<file path="src/design/x300_radio_pkg.sv">
`default_nettype none

package x300_radio_pkg;

   // ----------------------------------------
   // slot and channel counts
   // ----------------------------------------
   localparam int NUM_DBOARDS             = 2;
   localparam int NUM_CHANNELS_PER_DBOARD = 2;   // rx channels per slot
   localparam int NUM_CHANNELS            = NUM_DBOARDS * NUM_CHANNELS_PER_DBOARD;

   // ----------------------------------------
   // widths
   // ----------------------------------------
   localparam int SAMP_W        = 32;   // {i, q}, i in the upper half
   localparam int COMP_W        = 16;   // one component, two's complement
   localparam int SET_ADDR_W    = 8;
   localparam int SET_DATA_W    = 32;
   localparam int RB_DATA_W     = 64;
   localparam int LED_W         = 3;    // {rx, txrx_tx, txrx_rx}
   localparam int FE_MAP_W      = 3;    // swap, inv i, inv q
   localparam int ATR_NUM_WORDS = 4;    // idle, rx, tx, fdx

   // full-scale component values
   localparam logic [COMP_W-1:0] COMP_MIN = {1'b1, {(COMP_W-1){1'b0}}};
   localparam logic [COMP_W-1:0] COMP_MAX = {1'b0, {(COMP_W-1){1'b1}}};

   // ----------------------------------------
   // settings bus map
   // ----------------------------------------
   localparam logic [SET_ADDR_W-1:0] SR_DB_BASE  = 8'd160;
   // offsets from SR_DB_BASE
   localparam logic [SET_ADDR_W-1:0] SR_GPIO_ATR = 8'd0;   // 0..3
   localparam logic [SET_ADDR_W-1:0] SR_GPIO_DDR = 8'd4;
   localparam logic [SET_ADDR_W-1:0] SR_LED_ATR  = 8'd5;   // 5..8
   localparam logic [SET_ADDR_W-1:0] SR_MISC_OUT = 8'd9;

   // front end, one register per channel
   localparam logic [SET_ADDR_W-1:0] SR_FE_CHAN_OFFSET = 8'd16;
   localparam logic [SET_ADDR_W-1:0] SR_TX_FE_BASE     = SR_DB_BASE + 8'd48;   // 208
   localparam logic [SET_ADDR_W-1:0] SR_RX_FE_BASE     = SR_DB_BASE + 8'd64;   // 224

   // ----------------------------------------
   // readback map
   // ----------------------------------------
   localparam logic [SET_ADDR_W-1:0] RB_DB_BASE = 8'd16;
   localparam logic [SET_ADDR_W-1:0] RB_MISC_IN = RB_DB_BASE + 8'd0;   // {0, misc in}
   localparam logic [SET_ADDR_W-1:0] RB_GPIO    = RB_DB_BASE + 8'd1;   // {ddr, gpio in}
   localparam logic [SET_ADDR_W-1:0] RB_ATR     = RB_DB_BASE + 8'd2;   // state in [1:0]

   // atr state, encoded as {tx, rx}
   typedef enum logic [1:0] {
      ATR_IDLE = 2'd0,
      ATR_RX   = 2'd1,
      ATR_TX   = 2'd2,
      ATR_FDX  = 2'd3
   } atr_state_t;

   // bit positions in the fe mapping register
   typedef enum logic [1:0] {
      MAP_SWAP_IQ = 2'd0,
      MAP_INV_I   = 2'd1,
      MAP_INV_Q   = 2'd2
   } fe_map_bit_t;

endpackage

`default_nettype wire
</file>
<file path="src/design/x300_radio_slots.sv">
`timescale 1ns/1ps
`default_nettype none

module x300_radio_slots
   import x300_radio_pkg::*;
(
   input  wire                   radio_clk,
   input  wire                   i_rst,
   // adc / dac words
   input  wire  [SAMP_W-1:0]     i_rx0,
   input  wire  [SAMP_W-1:0]     i_rx1,
   input  wire  [SAMP_W-1:0]     i_tx_data    [NUM_DBOARDS],   // channel 0 of each slot
   output logic [SAMP_W-1:0]     o_tx0,
   output logic [SAMP_W-1:0]     o_tx1,
   output logic [SAMP_W-1:0]     o_rx_data    [NUM_CHANNELS],
   // run levels per channel
   input  wire                   i_rx_running [NUM_CHANNELS],
   input  wire                   i_tx_running [NUM_CHANNELS],
   // settings bus per slot
   input  wire                   i_set_stb    [NUM_DBOARDS],
   input  wire  [SET_ADDR_W-1:0] i_set_addr   [NUM_DBOARDS],
   input  wire  [SET_DATA_W-1:0] i_set_data   [NUM_DBOARDS],
   // readback bus per slot
   input  wire                   i_rb_stb     [NUM_DBOARDS],
   input  wire  [SET_ADDR_W-1:0] i_rb_addr    [NUM_DBOARDS],
   output logic                  o_rb_stb     [NUM_DBOARDS],
   output logic [RB_DATA_W-1:0]  o_rb_data    [NUM_DBOARDS],
   // daughterboard io
   input  wire  [SAMP_W-1:0]     i_db_gpio_in [NUM_DBOARDS],
   output logic [SAMP_W-1:0]     o_db_gpio_out[NUM_DBOARDS],
   output logic [SAMP_W-1:0]     o_db_gpio_ddr[NUM_DBOARDS],
   output logic [LED_W-1:0]      o_radio_led  [NUM_DBOARDS],
   input  wire  [SAMP_W-1:0]     i_misc_in    [NUM_DBOARDS],
   output logic [SAMP_W-1:0]     o_misc_out   [NUM_DBOARDS]
);

   logic [SAMP_W-1:0] adc_word [NUM_DBOARDS];
   logic [SAMP_W-1:0] dac_word [NUM_DBOARDS];
   logic              run_rx   [NUM_DBOARDS];   // any channel of the slot
   logic              run_tx   [NUM_DBOARDS];

   // ----------------------------------------
   // adc / dac mapping
   // ----------------------------------------
   assign adc_word[0] = i_rx0;
   assign adc_word[1] = i_rx1;
   assign o_tx0       = dac_word[0];
   assign o_tx1       = dac_word[1];

   // one atr state per slot, so channel flags are merged
   always_comb
   begin
      for (int s = 0; s < NUM_DBOARDS; s++)
      begin
         run_rx[s] = 1'b0;
         run_tx[s] = 1'b0;
         for (int c = 0; c < NUM_CHANNELS_PER_DBOARD; c++)
         begin
            run_rx[s] = run_rx[s] | i_rx_running[s*NUM_CHANNELS_PER_DBOARD + c];
            run_tx[s] = run_tx[s] | i_tx_running[s*NUM_CHANNELS_PER_DBOARD + c];
         end
      end
   end

   // ----------------------------------------
   // per-slot blocks
   // ----------------------------------------
   for (genvar i = 0; i < NUM_DBOARDS; i++)
   begin : g_slot
      db_control u_db_control (
         .radio_clk     (radio_clk),
         .i_rst         (i_rst),
         .i_set_stb     (i_set_stb[i]),
         .i_set_addr    (i_set_addr[i]),
         .i_set_data    (i_set_data[i]),
         .i_rb_stb      (i_rb_stb[i]),
         .i_rb_addr     (i_rb_addr[i]),
         .o_rb_stb      (o_rb_stb[i]),
         .o_rb_data     (o_rb_data[i]),
         .i_run_rx      (run_rx[i]),
         .i_run_tx      (run_tx[i]),
         .i_db_gpio_in  (i_db_gpio_in[i]),
         .o_db_gpio_out (o_db_gpio_out[i]),
         .o_db_gpio_ddr (o_db_gpio_ddr[i]),
         .o_leds        (o_radio_led[i]),
         .i_misc_in     (i_misc_in[i]),
         .o_misc_out    (o_misc_out[i])
      );

      // both rx channels share the slot's adc word
      for (genvar j = 0; j < NUM_CHANNELS_PER_DBOARD; j++)
      begin : g_rx
         localparam logic [SET_ADDR_W-1:0] RX_ADDR = SR_RX_FE_BASE + j * SR_FE_CHAN_OFFSET;

         fe_iq_map #(
            .SR_ADDR    (RX_ADDR)
         ) u_rx_fe (
            .radio_clk  (radio_clk),
            .i_rst      (i_rst),
            .i_set_stb  (i_set_stb[i]),
            .i_set_addr (i_set_addr[i]),
            .i_set_data (i_set_data[i]),
            .i_sample   (adc_word[i]),
            .o_sample   (o_rx_data[i*NUM_CHANNELS_PER_DBOARD + j])
         );
      end

      // tx channel 0 only, it owns the dac
      fe_iq_map #(
         .SR_ADDR    (SR_TX_FE_BASE)
      ) u_tx_fe (
         .radio_clk  (radio_clk),
         .i_rst      (i_rst),
         .i_set_stb  (i_set_stb[i]),
         .i_set_addr (i_set_addr[i]),
         .i_set_data (i_set_data[i]),
         .i_sample   (i_tx_data[i]),
         .o_sample   (dac_word[i])
      );
   end

endmodule

`default_nettype wire

</file>
<file path="src/design/fe_iq_map.sv">
`timescale 1ns/1ps
`default_nettype none

module fe_iq_map
   import x300_radio_pkg::*;
#(
   parameter logic [SET_ADDR_W-1:0] SR_ADDR = SR_RX_FE_BASE   // mapping register
)(
   input  wire                   radio_clk,
   input  wire                   i_rst,
   // settings bus
   input  wire                   i_set_stb,
   input  wire  [SET_ADDR_W-1:0] i_set_addr,
   input  wire  [SET_DATA_W-1:0] i_set_data,
   // sample path, one word per cycle
   input  wire  [SAMP_W-1:0]     i_sample,
   output logic [SAMP_W-1:0]     o_sample
);

   logic [FE_MAP_W-1:0] map_r;
   logic [COMP_W-1:0]   in_i;
   logic [COMP_W-1:0]   in_q;
   logic [COMP_W-1:0]   sw_i;    // after optional swap
   logic [COMP_W-1:0]   sw_q;
   logic [COMP_W-1:0]   out_i;
   logic [COMP_W-1:0]   out_q;

   // negate, clamping the one value with no positive twin
   function automatic logic [COMP_W-1:0] sat_neg(input logic [COMP_W-1:0] x);
      logic [COMP_W-1:0] neg;
      neg = ~x + 1'b1;
      if (x == COMP_MIN)
         neg = COMP_MAX;
      return neg;
   endfunction

   // ----------------------------------------
   // mapping register
   // ----------------------------------------
   always_ff @(posedge radio_clk)
   begin
      if (i_rst)
         map_r <= '0;   // straight through
      else if (i_set_stb && (i_set_addr == SR_ADDR))
         map_r <= i_set_data[FE_MAP_W-1:0];
   end

   assign in_i = i_sample[SAMP_W-1 -: COMP_W];
   assign in_q = i_sample[COMP_W-1:0];

   // swap first, then invert per lane
   assign sw_i  = map_r[MAP_SWAP_IQ] ? in_q : in_i;
   assign sw_q  = map_r[MAP_SWAP_IQ] ? in_i : in_q;
   assign out_i = map_r[MAP_INV_I] ? sat_neg(sw_i) : sw_i;
   assign out_q = map_r[MAP_INV_Q] ? sat_neg(sw_q) : sw_q;

   // ----------------------------------------
   // output register
   // ----------------------------------------
   always_ff @(posedge radio_clk)
   begin
      if (i_rst)
         o_sample <= '0;
      else
         o_sample <= {out_i, out_q};   // 1 cycle latency
   end

   // mapping in force one edge back governs the word now at the output
   a_inv_saturates : assert property (@(posedge radio_clk) disable iff (i_rst)
      !$past(i_rst) |->
         (!$past(map_r[MAP_INV_I]) || (o_sample[SAMP_W-1 -: COMP_W] != COMP_MIN)) &&
         (!$past(map_r[MAP_INV_Q]) || (o_sample[COMP_W-1:0] != COMP_MIN)));

endmodule

`default_nettype wire

</file>
<file path="src/design/db_control.sv">
`timescale 1ns/1ps
`default_nettype none

module db_control
   import x300_radio_pkg::*;
(
   input  wire                   radio_clk,
   input  wire                   i_rst,
   // settings bus
   input  wire                   i_set_stb,
   input  wire  [SET_ADDR_W-1:0] i_set_addr,
   input  wire  [SET_DATA_W-1:0] i_set_data,
   // readback bus
   input  wire                   i_rb_stb,
   input  wire  [SET_ADDR_W-1:0] i_rb_addr,
   output logic                  o_rb_stb,
   output logic [RB_DATA_W-1:0]  o_rb_data,
   // run levels for the slot
   input  wire                   i_run_rx,
   input  wire                   i_run_tx,
   // daughterboard gpio
   input  wire  [SAMP_W-1:0]     i_db_gpio_in,
   output logic [SAMP_W-1:0]     o_db_gpio_out,
   output logic [SAMP_W-1:0]     o_db_gpio_ddr,
   output logic [LED_W-1:0]      o_leds,
   // misc words
   input  wire  [SAMP_W-1:0]     i_misc_in,
   output logic [SAMP_W-1:0]     o_misc_out
);

   logic [SAMP_W-1:0] misc_out_r;   // first stage, loaded on write
   logic [SAMP_W-1:0] misc_in_r;
   logic [SAMP_W-1:0] led_word;     // only the low LED_W bits drive pins
   atr_state_t        gpio_state;

   // ----------------------------------------
   // atr controllers
   // ----------------------------------------
   atr_gpio_ctrl #(
      .SR_BASE    (SR_DB_BASE + SR_GPIO_ATR)
   ) u_gpio_atr (
      .radio_clk  (radio_clk),
      .i_rst      (i_rst),
      .i_set_stb  (i_set_stb),
      .i_set_addr (i_set_addr),
      .i_set_data (i_set_data),
      .i_run_rx   (i_run_rx),
      .i_run_tx   (i_run_tx),
      .o_out      (o_db_gpio_out),
      .o_state    (gpio_state)    // reported on readback
   );

   // same state decode as gpio, so its state output is left open
   atr_gpio_ctrl #(
      .SR_BASE    (SR_DB_BASE + SR_LED_ATR)
   ) u_led_atr (
      .radio_clk  (radio_clk),
      .i_rst      (i_rst),
      .i_set_stb  (i_set_stb),
      .i_set_addr (i_set_addr),
      .i_set_data (i_set_data),
      .i_run_rx   (i_run_rx),
      .i_run_tx   (i_run_tx),
      .o_out      (led_word),
      .o_state    ()
   );

   assign o_leds = led_word[LED_W-1:0];

   // ----------------------------------------
   // direction and misc registers
   // ----------------------------------------
   always_ff @(posedge radio_clk)
   begin
      if (i_rst)
      begin
         o_db_gpio_ddr <= '0;
         misc_out_r    <= '0;
         o_misc_out    <= '0;
         misc_in_r     <= '0;
      end
      else
      begin
         if (i_set_stb && (i_set_addr == SR_DB_BASE + SR_GPIO_DDR))
            o_db_gpio_ddr <= i_set_data;   // visible next cycle
         if (i_set_stb && (i_set_addr == SR_DB_BASE + SR_MISC_OUT))
            misc_out_r <= i_set_data;
         o_misc_out <= misc_out_r;         // second stage toward the pins
         misc_in_r  <= i_misc_in;          // pins into the radio domain
      end
   end

   // ----------------------------------------
   // readback mux
   // ----------------------------------------
   always_ff @(posedge radio_clk)
   begin
      if (i_rst)
      begin
         o_rb_stb  <= 1'b0;
         o_rb_data <= '0;
      end
      else
      begin
         o_rb_stb <= i_rb_stb;   // one-cycle answer
         if (i_rb_stb)
         begin
            case (i_rb_addr)
               RB_MISC_IN: o_rb_data <= {{(RB_DATA_W-SAMP_W){1'b0}}, misc_in_r};
               RB_GPIO:    o_rb_data <= {o_db_gpio_ddr, i_db_gpio_in};
               RB_ATR:     o_rb_data <= {{(RB_DATA_W-$bits(atr_state_t)){1'b0}}, gpio_state};
               default:    o_rb_data <= '0;   // unmapped reads as zero
            endcase
         end
         // data holds between requests
      end
   end

   // every request is answered, and nothing else raises the strobe
   a_rb_one_cycle : assert property (@(posedge radio_clk) disable iff (i_rst)
      o_rb_stb == ($past(i_rb_stb) && !$past(i_rst)));

endmodule

`default_nettype wire

</file>
<file path="src/design/atr_gpio_ctrl.sv">
`timescale 1ns/1ps
`default_nettype none

module atr_gpio_ctrl
   import x300_radio_pkg::*;
#(
   parameter logic [SET_ADDR_W-1:0] SR_BASE = SR_DB_BASE + SR_GPIO_ATR   // idle word
)(
   input  wire                   radio_clk,
   input  wire                   i_rst,
   // settings bus
   input  wire                   i_set_stb,
   input  wire  [SET_ADDR_W-1:0] i_set_addr,
   input  wire  [SET_DATA_W-1:0] i_set_data,
   // run levels, already or-ed per slot
   input  wire                   i_run_rx,
   input  wire                   i_run_tx,
   output logic [SAMP_W-1:0]     o_out,
   output atr_state_t            o_state
);

   logic [SAMP_W-1:0]     atr_word [ATR_NUM_WORDS];   // indexed by atr_state_t
   logic [SET_ADDR_W-1:0] addr_off;                   // wraps, so any base works
   logic                  word_hit;

   assign addr_off = i_set_addr - SR_BASE;
   assign word_hit = i_set_stb && (addr_off < ATR_NUM_WORDS);

   // ----------------------------------------
   // word bank
   // ----------------------------------------
   always_ff @(posedge radio_clk)
   begin
      if (i_rst)
      begin
         for (int k = 0; k < ATR_NUM_WORDS; k++)
         begin
            atr_word[k] <= '0;
         end
      end
      else if (word_hit)
      begin
         atr_word[addr_off[1:0]] <= i_set_data;   // low bits pick the word
      end
   end

   // state straight from the run levels, no register
   always_comb
   begin
      case ({i_run_tx, i_run_rx})
         2'b01:   o_state = ATR_RX;
         2'b10:   o_state = ATR_TX;
         2'b11:   o_state = ATR_FDX;   // both running
         default: o_state = ATR_IDLE;
      endcase
   end

   // ----------------------------------------
   // output select
   // ----------------------------------------
   always_ff @(posedge radio_clk)
   begin
      if (i_rst)
         o_out <= '0;
      else
         o_out <= atr_word[o_state];   // one cycle from run change
   end

   // state must resolve to a defined encoding once out of reset
   a_state_legal : assert property (@(posedge radio_clk) disable iff (i_rst)
      !$isunknown(o_state) && (o_state inside {ATR_IDLE, ATR_RX, ATR_TX, ATR_FDX}));

endmodule

`default_nettype wire

</file>
<file path="config.mk">
export PLATFORM = sky130hd
export DESIGN_NAME = x300_radio_slots
export DESIGN_NICKNAME = d
export VERILOG_FILES = /design/src/design/x300_radio_pkg.sv /design/src/design/x300_radio_slots.sv /design/src/design/fe_iq_map.sv /design/src/design/db_control.sv /design/src/design/atr_gpio_ctrl.sv
export SDC_FILE = /design/constraint.sdc
export NUM_CORES = 2
export LEC_CHECK = 0
export BUFFER_PORTS_ARGS = -buffer_cell sky130_fd_sc_hd__buf_2
export CAP_MARGIN = 20
export CORE_MARGIN = 2
export CORE_UTILIZATION = 30
export DETAILED_ROUTE_END_ITERATION = 10
export GPL_TIMING_DRIVEN = 0
export PLACE_DENSITY = 0.6
export RECOVER_POWER = 100
export SLEW_MARGIN = 20
export SYNTH_ARGS = -nofsm -noshare
export SYNTH_HDL_FRONTEND = slang
export SYNTH_SLANG_ARGS = --single-unit
</file>
<file path="constraint.sdc">
create_clock -name radio_clk -period 4.7 [get_ports radio_clk]
set_input_delay 0.235 -clock radio_clk [delete_from_list [all_inputs] [get_ports radio_clk]]
set_output_delay 0.235 -clock radio_clk [all_outputs]
set_load 0.05 [all_outputs]
</file>
== After elaboration in Yosys (flattened, before gate mapping) ==
Memories as Yosys holds them, arrays and structs flattened. A register that Yosys moved wholly into a read port is not among the register bits.
Index checks and enable logic that the tools add are counted.
Storage, ports and cells
  bits in registers: 596
  RAM bits: 512
  output and inout port bits: 520
  memories: 4
Cells by class
  add/sub/neg operators: 16
  $lt $le $gt $ge: 4
  equality and inequality tests: 34
  muxes and demuxes: 66
  bitwise logic cells: 16
  reductions and logical operators: 18
Memory list
  g_slot[0].u_db_control.u_gpio_atr.atr_word: words 4, bits a word 32, read ports 1, clocked after Yosys merged registers in 1, write ports 4, line atr_gpio_ctrl.sv:22  | logic [SAMP_W-1:0] atr_word [ATR_NUM_WORDS];
  g_slot[0].u_db_control.u_led_atr.atr_word: words 4, bits a word 32, read ports 1, clocked after Yosys merged registers in 1, write ports 4, line atr_gpio_ctrl.sv:22
  g_slot[1].u_db_control.u_gpio_atr.atr_word: words 4, bits a word 32, read ports 1, clocked after Yosys merged registers in 1, write ports 4, line atr_gpio_ctrl.sv:22
  g_slot[1].u_db_control.u_led_atr.atr_word: words 4, bits a word 32, read ports 1, clocked after Yosys merged registers in 1, write ports 4, line atr_gpio_ctrl.sv:22
Operator list (number)
  two-way mux 16 bit: 36
  case mux 64 bit (3 select lines): 2
  adder 16 x 1 -> 16 bit (second input constant): 12
  equality test 16 bit (second input constant): 12
  inverter 16 bit: 12
  two-way mux 32 bit: 4
  OR reduction 32 bit: 4
  equality test 8 bit (second input constant): 10
  equality test 8 x 5 -> 1 bit (second input constant): 6
  less-than comparator 8 x 3 -> 1 bit (second input constant): 4
  subtractor 8 bit (second input constant): 4
  two-way mux 1 bit: 18
  logical AND 1 bit: 14
  case mux 2 bit (3 select lines): 2
  equality test 2 bit (second input constant): 4
  two-way mux 2 bit: 4
  equality test 2 x 1 -> 1 bit (second input constant): 2
  bitwise OR 1 bit: 4

== Longest topological paths before layout ==
  depth in word-level cells: 8
  depth in mapped cells: 14
  depth with buffers taken out: 8

== Modules after synthesis ==
A second synthesis with hierarchy kept.
Unflattened totals
  cells, all modules: 4579
  area total of the unflattened synthesis: 53485.0 µm²
By module, submodules not included
  db_control: times used 2, cells an instance 606, area an instance 6687.7 µm², seq. area each 3863.7 µm²
  atr_gpio_ctrl (g_slot[0].u_db_control.u_led_atr ...): times used 2, cells an instance 451, area an instance 6610.1 µm², seq. area each 4484.3 µm²
  fe_iq_map (g_slot[0].g_rx[0].u_rx_fe ...): times used 4, cells an instance 267, area an instance 2359.8 µm², seq. area each 700.7 µm²
  atr_gpio_ctrl (g_slot[1].u_db_control.u_gpio_atr): times used 1, cells an instance 431, area an instance 6353.6 µm², seq. area each 4484.3 µm²
  atr_gpio_ctrl (g_slot[0].u_db_control.u_gpio_atr): times used 1, cells an instance 430, area an instance 6349.8 µm², seq. area each 4484.3 µm²
  fe_iq_map (g_slot[0].g_rx[1].u_rx_fe ...): times used 2, cells an instance 266, area an instance 2361.0 µm², seq. area each 700.7 µm²
  x300_radio_slots: times used 1, cells an instance 4, area an instance 25.0 µm², seq. area each 0.0 µm²

== Worst setup path after synthesis ==
No wires, ideal clock.
  path type: input -> register
  start: input i_set_addr[13] (netlist bit)
  end: memory g_slot[0].u_db_control.u_gpio_atr.atr_word[0][0] (enable)
  library setup time: 470 ps
  arrival: 3500 ps
  data required time: 4230 ps
  slack: 730 ps
  stages on the path: 6
  cells stage by stage: inv_1 ha_1 xor2_1 nand4_1 clkbuf_1 o31ai_1
RTL lines
  start, declared: line x300_radio_slots.sv:21  | input wire [SET_ADDR_W-1:0] i_set_addr [NUM_DBOARDS],
  end, declared: line atr_gpio_ctrl.sv:22

== Worst setup path in the final report ==
  start: register g_slot[0].g_rx[0].u_rx_fe.map_r[0]
  end: register g_slot[0].g_rx[0].u_rx_fe.o_sample[20]
Between the ends
  cells in the longest elaborated chain, start to end: 5
  elaborated cells on any way between the ends: 6
  those cells by class: add/sub: 1; eq/ne: 1; mux: 3; bitwise: 1
Ends and longest elaborated chain
  start, declared: line fe_iq_map.sv:20  | logic [FE_MAP_W-1:0] map_r;
  start signal, assigned: line fe_iq_map.sv:45  | map_r <= i_set_data[FE_MAP_W-1:0];
  two-way mux 16 bit (*): line fe_iq_map.sv:52  | assign sw_i = map_r[MAP_SWAP_IQ] ? in_q : in_i;
  inverter 16 bit: line fe_iq_map.sv:31  | neg = ~x + 1'b1;
  adder 16 x 1 -> 16 bit: line fe_iq_map.sv:31
  two-way mux 16 bit: line fe_iq_map.sv:32  | if (x == COMP_MIN)
  two-way mux 16 bit (*): line fe_iq_map.sv:54  | assign out_i = map_r[MAP_INV_I] ? sat_neg(sw_i) : sw_i;
  end signal, assigned: line fe_iq_map.sv:65  | o_sample <= {out_i, out_q};
  end, declared: line fe_iq_map.sv:17  | output logic [SAMP_W-1:0] o_sample
Mark *: on every way between the ends. The rest lies on a longest branch, timed or not.
A chain may end at the register's enable or synchronous reset.

==> impl_metrics.csv <==
group,metric,value,unit
power_and_ir_drop,internal_power,14.3,mW
setup_path,endpoint_kind,"flip-flop",
timing,fin_crit_sh,96.7,%
timing,setup_ws,154,ps
power_and_ir_drop,leakage,18.5,nW
global_route,grt-busiest-layer,"met2",
synth,netlist.area_leader.share,32.5,%
placed_design,dpl_cell_area,48000,µm²
global_route,met2_usage,40.6,%
timing,hold_viol_final,0,
drt,initialDrtViolationCount,3222,
timing,min_period,4550,ps
power_and_ir_drop,seqPwrFrac,44.9,%
setup_path,critPathBufInv,7,
floorplanning,die_h,374,µm
synth,syn_area,41000,µm²
timing,clock_skew,59.8,ps
cts,cts_sinks,946,
floorplanning,start_util,30.2,%
power_and_ir_drop,clockPowerShare,44.0,%
finish,multi_input_area,17700,µm²
drt,avgRoutedWirePerCell,24.7,µm
cts,path_clk_slew,60,ps
power_and_ir_drop,swShare,26.8,%
finish,final.fill_count,13700,
synth,async_reset_ff_share,0,%
finish,drive_gt1_share,13.3,%
setup_path,crit_top_cell,"buf_2",
cts,cts.path.max_buffers,3,
synth,postSynthCellCount,4006,
synth,yosysTopAreaCell,"dfxtp_1",
power_and_ir_drop,power_density,367,nW/µm²
synth,synth_edf_count,280,
setup_path,cp_data_required_time,5270,ps
outcome,status,"complete, but fails checks",
timing,hold_ws,98.5,ps
floorplanning,fp.dieW,374,µm
synth,ys_seq_area_share,53.0,%
job,drv_cap,9,
outcome,violations,"capacitance limit, slew limit",
setup_path,cpPeakStageDelay,570,ps
synth,synth_fp_nets,4394,
finish,seq_area,21700,µm²
timing,drv_slew,108,
finish,areaGrowthSynthToFinish,30.1,%
drt,via_per_inst,5.17,
floorplanning,io_pins,886,
finish,final_area,53400,µm²
power_and_ir_drop,p_sw,5.25,mW
placed_design,io_buffers,851,
setup_path,cp_top_family,"buffers and inverters",
timing,rsz0062_at_grt,"false",
placed_design,dp_slack,142,ps
cts,htreeDepth,3,
cts,cts_tree,"built",
cts,cts-root-buf,"clkbuf_16",
synth,synth.distinct_cells,92,
timing,tightest_slew,2800,ps
drt,firstDrtPassIters,6,
drt,wl,177000,µm
global_route,grt_pass1_vias,36200,
setup_path,start_kind,"flip-flop",
finish,fin_nets,5644,
global_route,grt_usage,24.3,%
setup_path,cp.arrival,5120,ps
timing,clock.fmax,0.220,GHz
synth,ys_top_cells_by_area,"dfxtp_1 32%, edfxtp_1 20%, a21oi_1 5.2%, and2_1 4.8%, mux2i_1 4.2%",
global_route,grt_max_degree,20,
synth,ys_seq_elements,946,
power_and_ir_drop,peakVddDrop,0.000280,V
synth,ys.flop_type,"dfxtp_1",
setup_path,worst-setup-path-type,"flip-flop to flip-flop",
synth,syn_avg_cell_area,10.2,µm²
global_route,antenna_found_initial,28,
cts,clk_latency,740,ps
global_route,grtUsageMet3,5.19,%
timing,finalSetupViolations,0,
placed_design,dp_hpwl,133000,µm
global_route,met1_usage,30.0,%
floorplanning,die_area,140000,µm²
drt,routed-via-count,37000,
min_path,holdCritPathClass,"primary input to flip-flop",
cts,cts_buffers,107,
placed_design,gp_congestion,0.965,
floorplanning,core,136000,µm²
drt,drc,0,
global_route,grt.overflow.total,0,
drt,postRouteAntennaNets,0,
setup_path,crit_path_max_fanout,10,
power_and_ir_drop,pwr-share-comb,11.2,%
setup_path,slowest_stage,"clkbuf_1",
floorplanning,row_count,135,
global_route,grt_pass1_wl,251000,µm
timing,slew_headroom,-88.3,%
setup_path,crit_path_cell_trace,"buf_6, buf_6, buf_2, clkbuf_1, buf_2, mux2i_1, ha_1, nor4b_4, o221ai_2, or4_1, buf_2, clkbuf_1, a21oi_1",
synth,yosysWarningCount,0,
==> flip-flops by register name, summed over array words and instances (netlist names) <==
signal / flops
g_slot.u_db_control.o_rb_stb: 2
g_slot.u_db_control.o_misc_out: 64
g_slot.g_rx.u_rx_fe.map_r: 12
g_slot.g_rx.u_rx_fe.o_sample: 128
g_slot.u_db_control.o_db_gpio_ddr: 64
g_slot.u_db_control.misc_in_r: 64
g_slot.u_db_control.u_gpio_atr.atr_word: 256
g_slot.u_tx_fe.o_sample: 64
g_slot.u_db_control.misc_out_r: 64
g_slot.u_tx_fe.map_r: 6
g_slot.u_db_control.u_led_atr.atr_word: 24
g_slot.u_db_control.u_gpio_atr.o_out: 64
g_slot.u_db_control.o_rb_data: 128
g_slot.u_db_control.u_led_atr.o_out: 6
==> routing by layer <==
metal | vias to the layer above | share of wire (%)
li1 | 16700 | -
met1 | 18100 | 40
met2 | 1724 | 48
met3 | 356 | 7.5
met4 | 10 | 4.6
met5 | - | 0.035
==> kinds of logic after synthesis <==
family                   count (synthesis)  share of synthesized area [%]
adder cells (fa/ha/maj)                 22                          0.671
AND/OR/NAND/NOR                       1477                           19.1
XOR/XNOR                               128                           2.73
flip-flops                             946                           53.0
buffers and inverters                  355                           3.65
AO/OA/AOI/OAI                          799                           11.8
multiplexers                           279                           9.06
==> power by group through the flow <==
stage / logic, mW / clock network (mW) / registers, mW
floorplan: 0.665 / 0 / 9.41
global placement: 2.01 / 0 / 8.95
detailed placement: 2.05 / 0 / 8.94
CTS: 2.25 / 8.78 / 8.77
global route: 2.29 / 9.10 / 8.80
finish: 2.19 / 8.60 / 8.78
==> cells in the final DEF, fill, tap and decap left out, types with 10 or more instances in the layout <==
cell type / instances
clkbuf_2: 10
o21ai_0: 120
ha_1: 22
xnor2_1: 97
mux4_2: 70
a21oi_1: 424
nor2_1: 129
nor3_1: 93
o31ai_1: 24
nand4_1: 16
and3_1: 83
buf_4: 14
clkinv_2: 19
nand2b_1: 25
nor4_1: 36
inv_1: 32
dfxtp_1: 666
a31oi_1: 18
clkbuf_8: 22
nor2b_1: 139
mux2i_1: 173
buf_2: 363
a22oi_1: 63
nor3b_1: 29
nand3_1: 88
mux2_2: 33
clkbuf_16: 110
nor4b_1: 10
edfxtp_1: 280
dlygate4sd3_1: 273
nand2_1: 438
clkbuf_1: 810
xor2_1: 31
and2_0: 187
o2bb2ai_1: 61
and2_1: 128
diode_2: 15
or3_1: 17
==> timing repair <==
action	4_1_cts	5_1_grt
resized for setup	0	2
endpoints found under the setup margin	0	2
endpoints found under the hold margin	586	0
buffers inserted	0	0
hold buffers	273	0
==> cell usage after synthesis (all sizes together), types with 4 or more instances <==
master / instances
dfxtp: 666
nand2: 438
a21oi: 427
and2: 315
edfxtp: 280
clkbuf: 240
mux2i: 174
nor2b: 139
nor2: 130
o21ai: 123
nor3: 97
xnor2: 97
nand3: 89
and3: 83
buf: 81
mux4: 70
a22oi: 63
o2bb2ai: 61
nor4: 37
mux2: 35
inv: 32
nor3b: 32
xor2: 31
nand2b: 25
o31ai: 24
ha: 22
a31oi: 18
or3: 17
nand4: 16
nor4b: 12
or2: 10
a211oi: 9
or4: 9
o211ai: 7
o221ai: 7
and4: 6
nand3b: 6
o22ai: 6
a221oi: 5
a32oi: 5
a21o: 4
nand4b: 4
o21bai: 4
o311ai: 4
==> through the flow <==
stage	setup TNS, ps	utilization (%)	cells	power, mW
after floorplan	0	-	4006	10.1
after global placement	-514800	35.0	6638	11.0
after detailed placement	0	35.4	6655	11.0
after CTS	0	40.1	7126	19.8
after global routing	0	39.3	7137	20.2
final	0	39.4	7141	19.6
==> worst paths after layout <==
| path | start | end | slack (ps) | cells after the start |
|---|---|---|---|---|
| setup / recovery | g_slot[0].g_rx[0].u_rx_fe.map_r[0] | g_slot[0].g_rx[0].u_rx_fe.o_sample[20] | 150 | 13 |
| hold / removal | i_tx_data[31] | g_slot[1].u_tx_fe.o_sample[15] | 100 | 4 |
| setup reg to reg | g_slot[0].g_rx[0].u_rx_fe.map_r[0] | g_slot[0].g_rx[0].u_rx_fe.o_sample[20] | 150 | 13 |
| hold reg to reg | g_slot[1].u_db_control.misc_out_r[30] | g_slot[1].u_db_control.misc_out_r[30] | 450 | 2 |
==> worst register-to-register path, delay by kind of cell, from the launching register on <==
kind	cells	cell delay [ps]
DFF	1	320
muxes	1	350
and+or+nand+nor	2	810
AOI/OAI and AO/OA	2	710
adders and majority gates	1	290
buffers and inverters	7	1920
==> cell type report <==
class	instances	area share, %
plain buffers	321	2.51
repair buffers	1141	12.2
inverters	34	0.239
flip-flops and latches	946	40.7
clock buffers	156	5.92
well taps	1781	4.17
clock inverters	42	0.975
diodes	15	0.0703
multi-input cells	2705	33.2
Power figures use the tool's default switching activity.
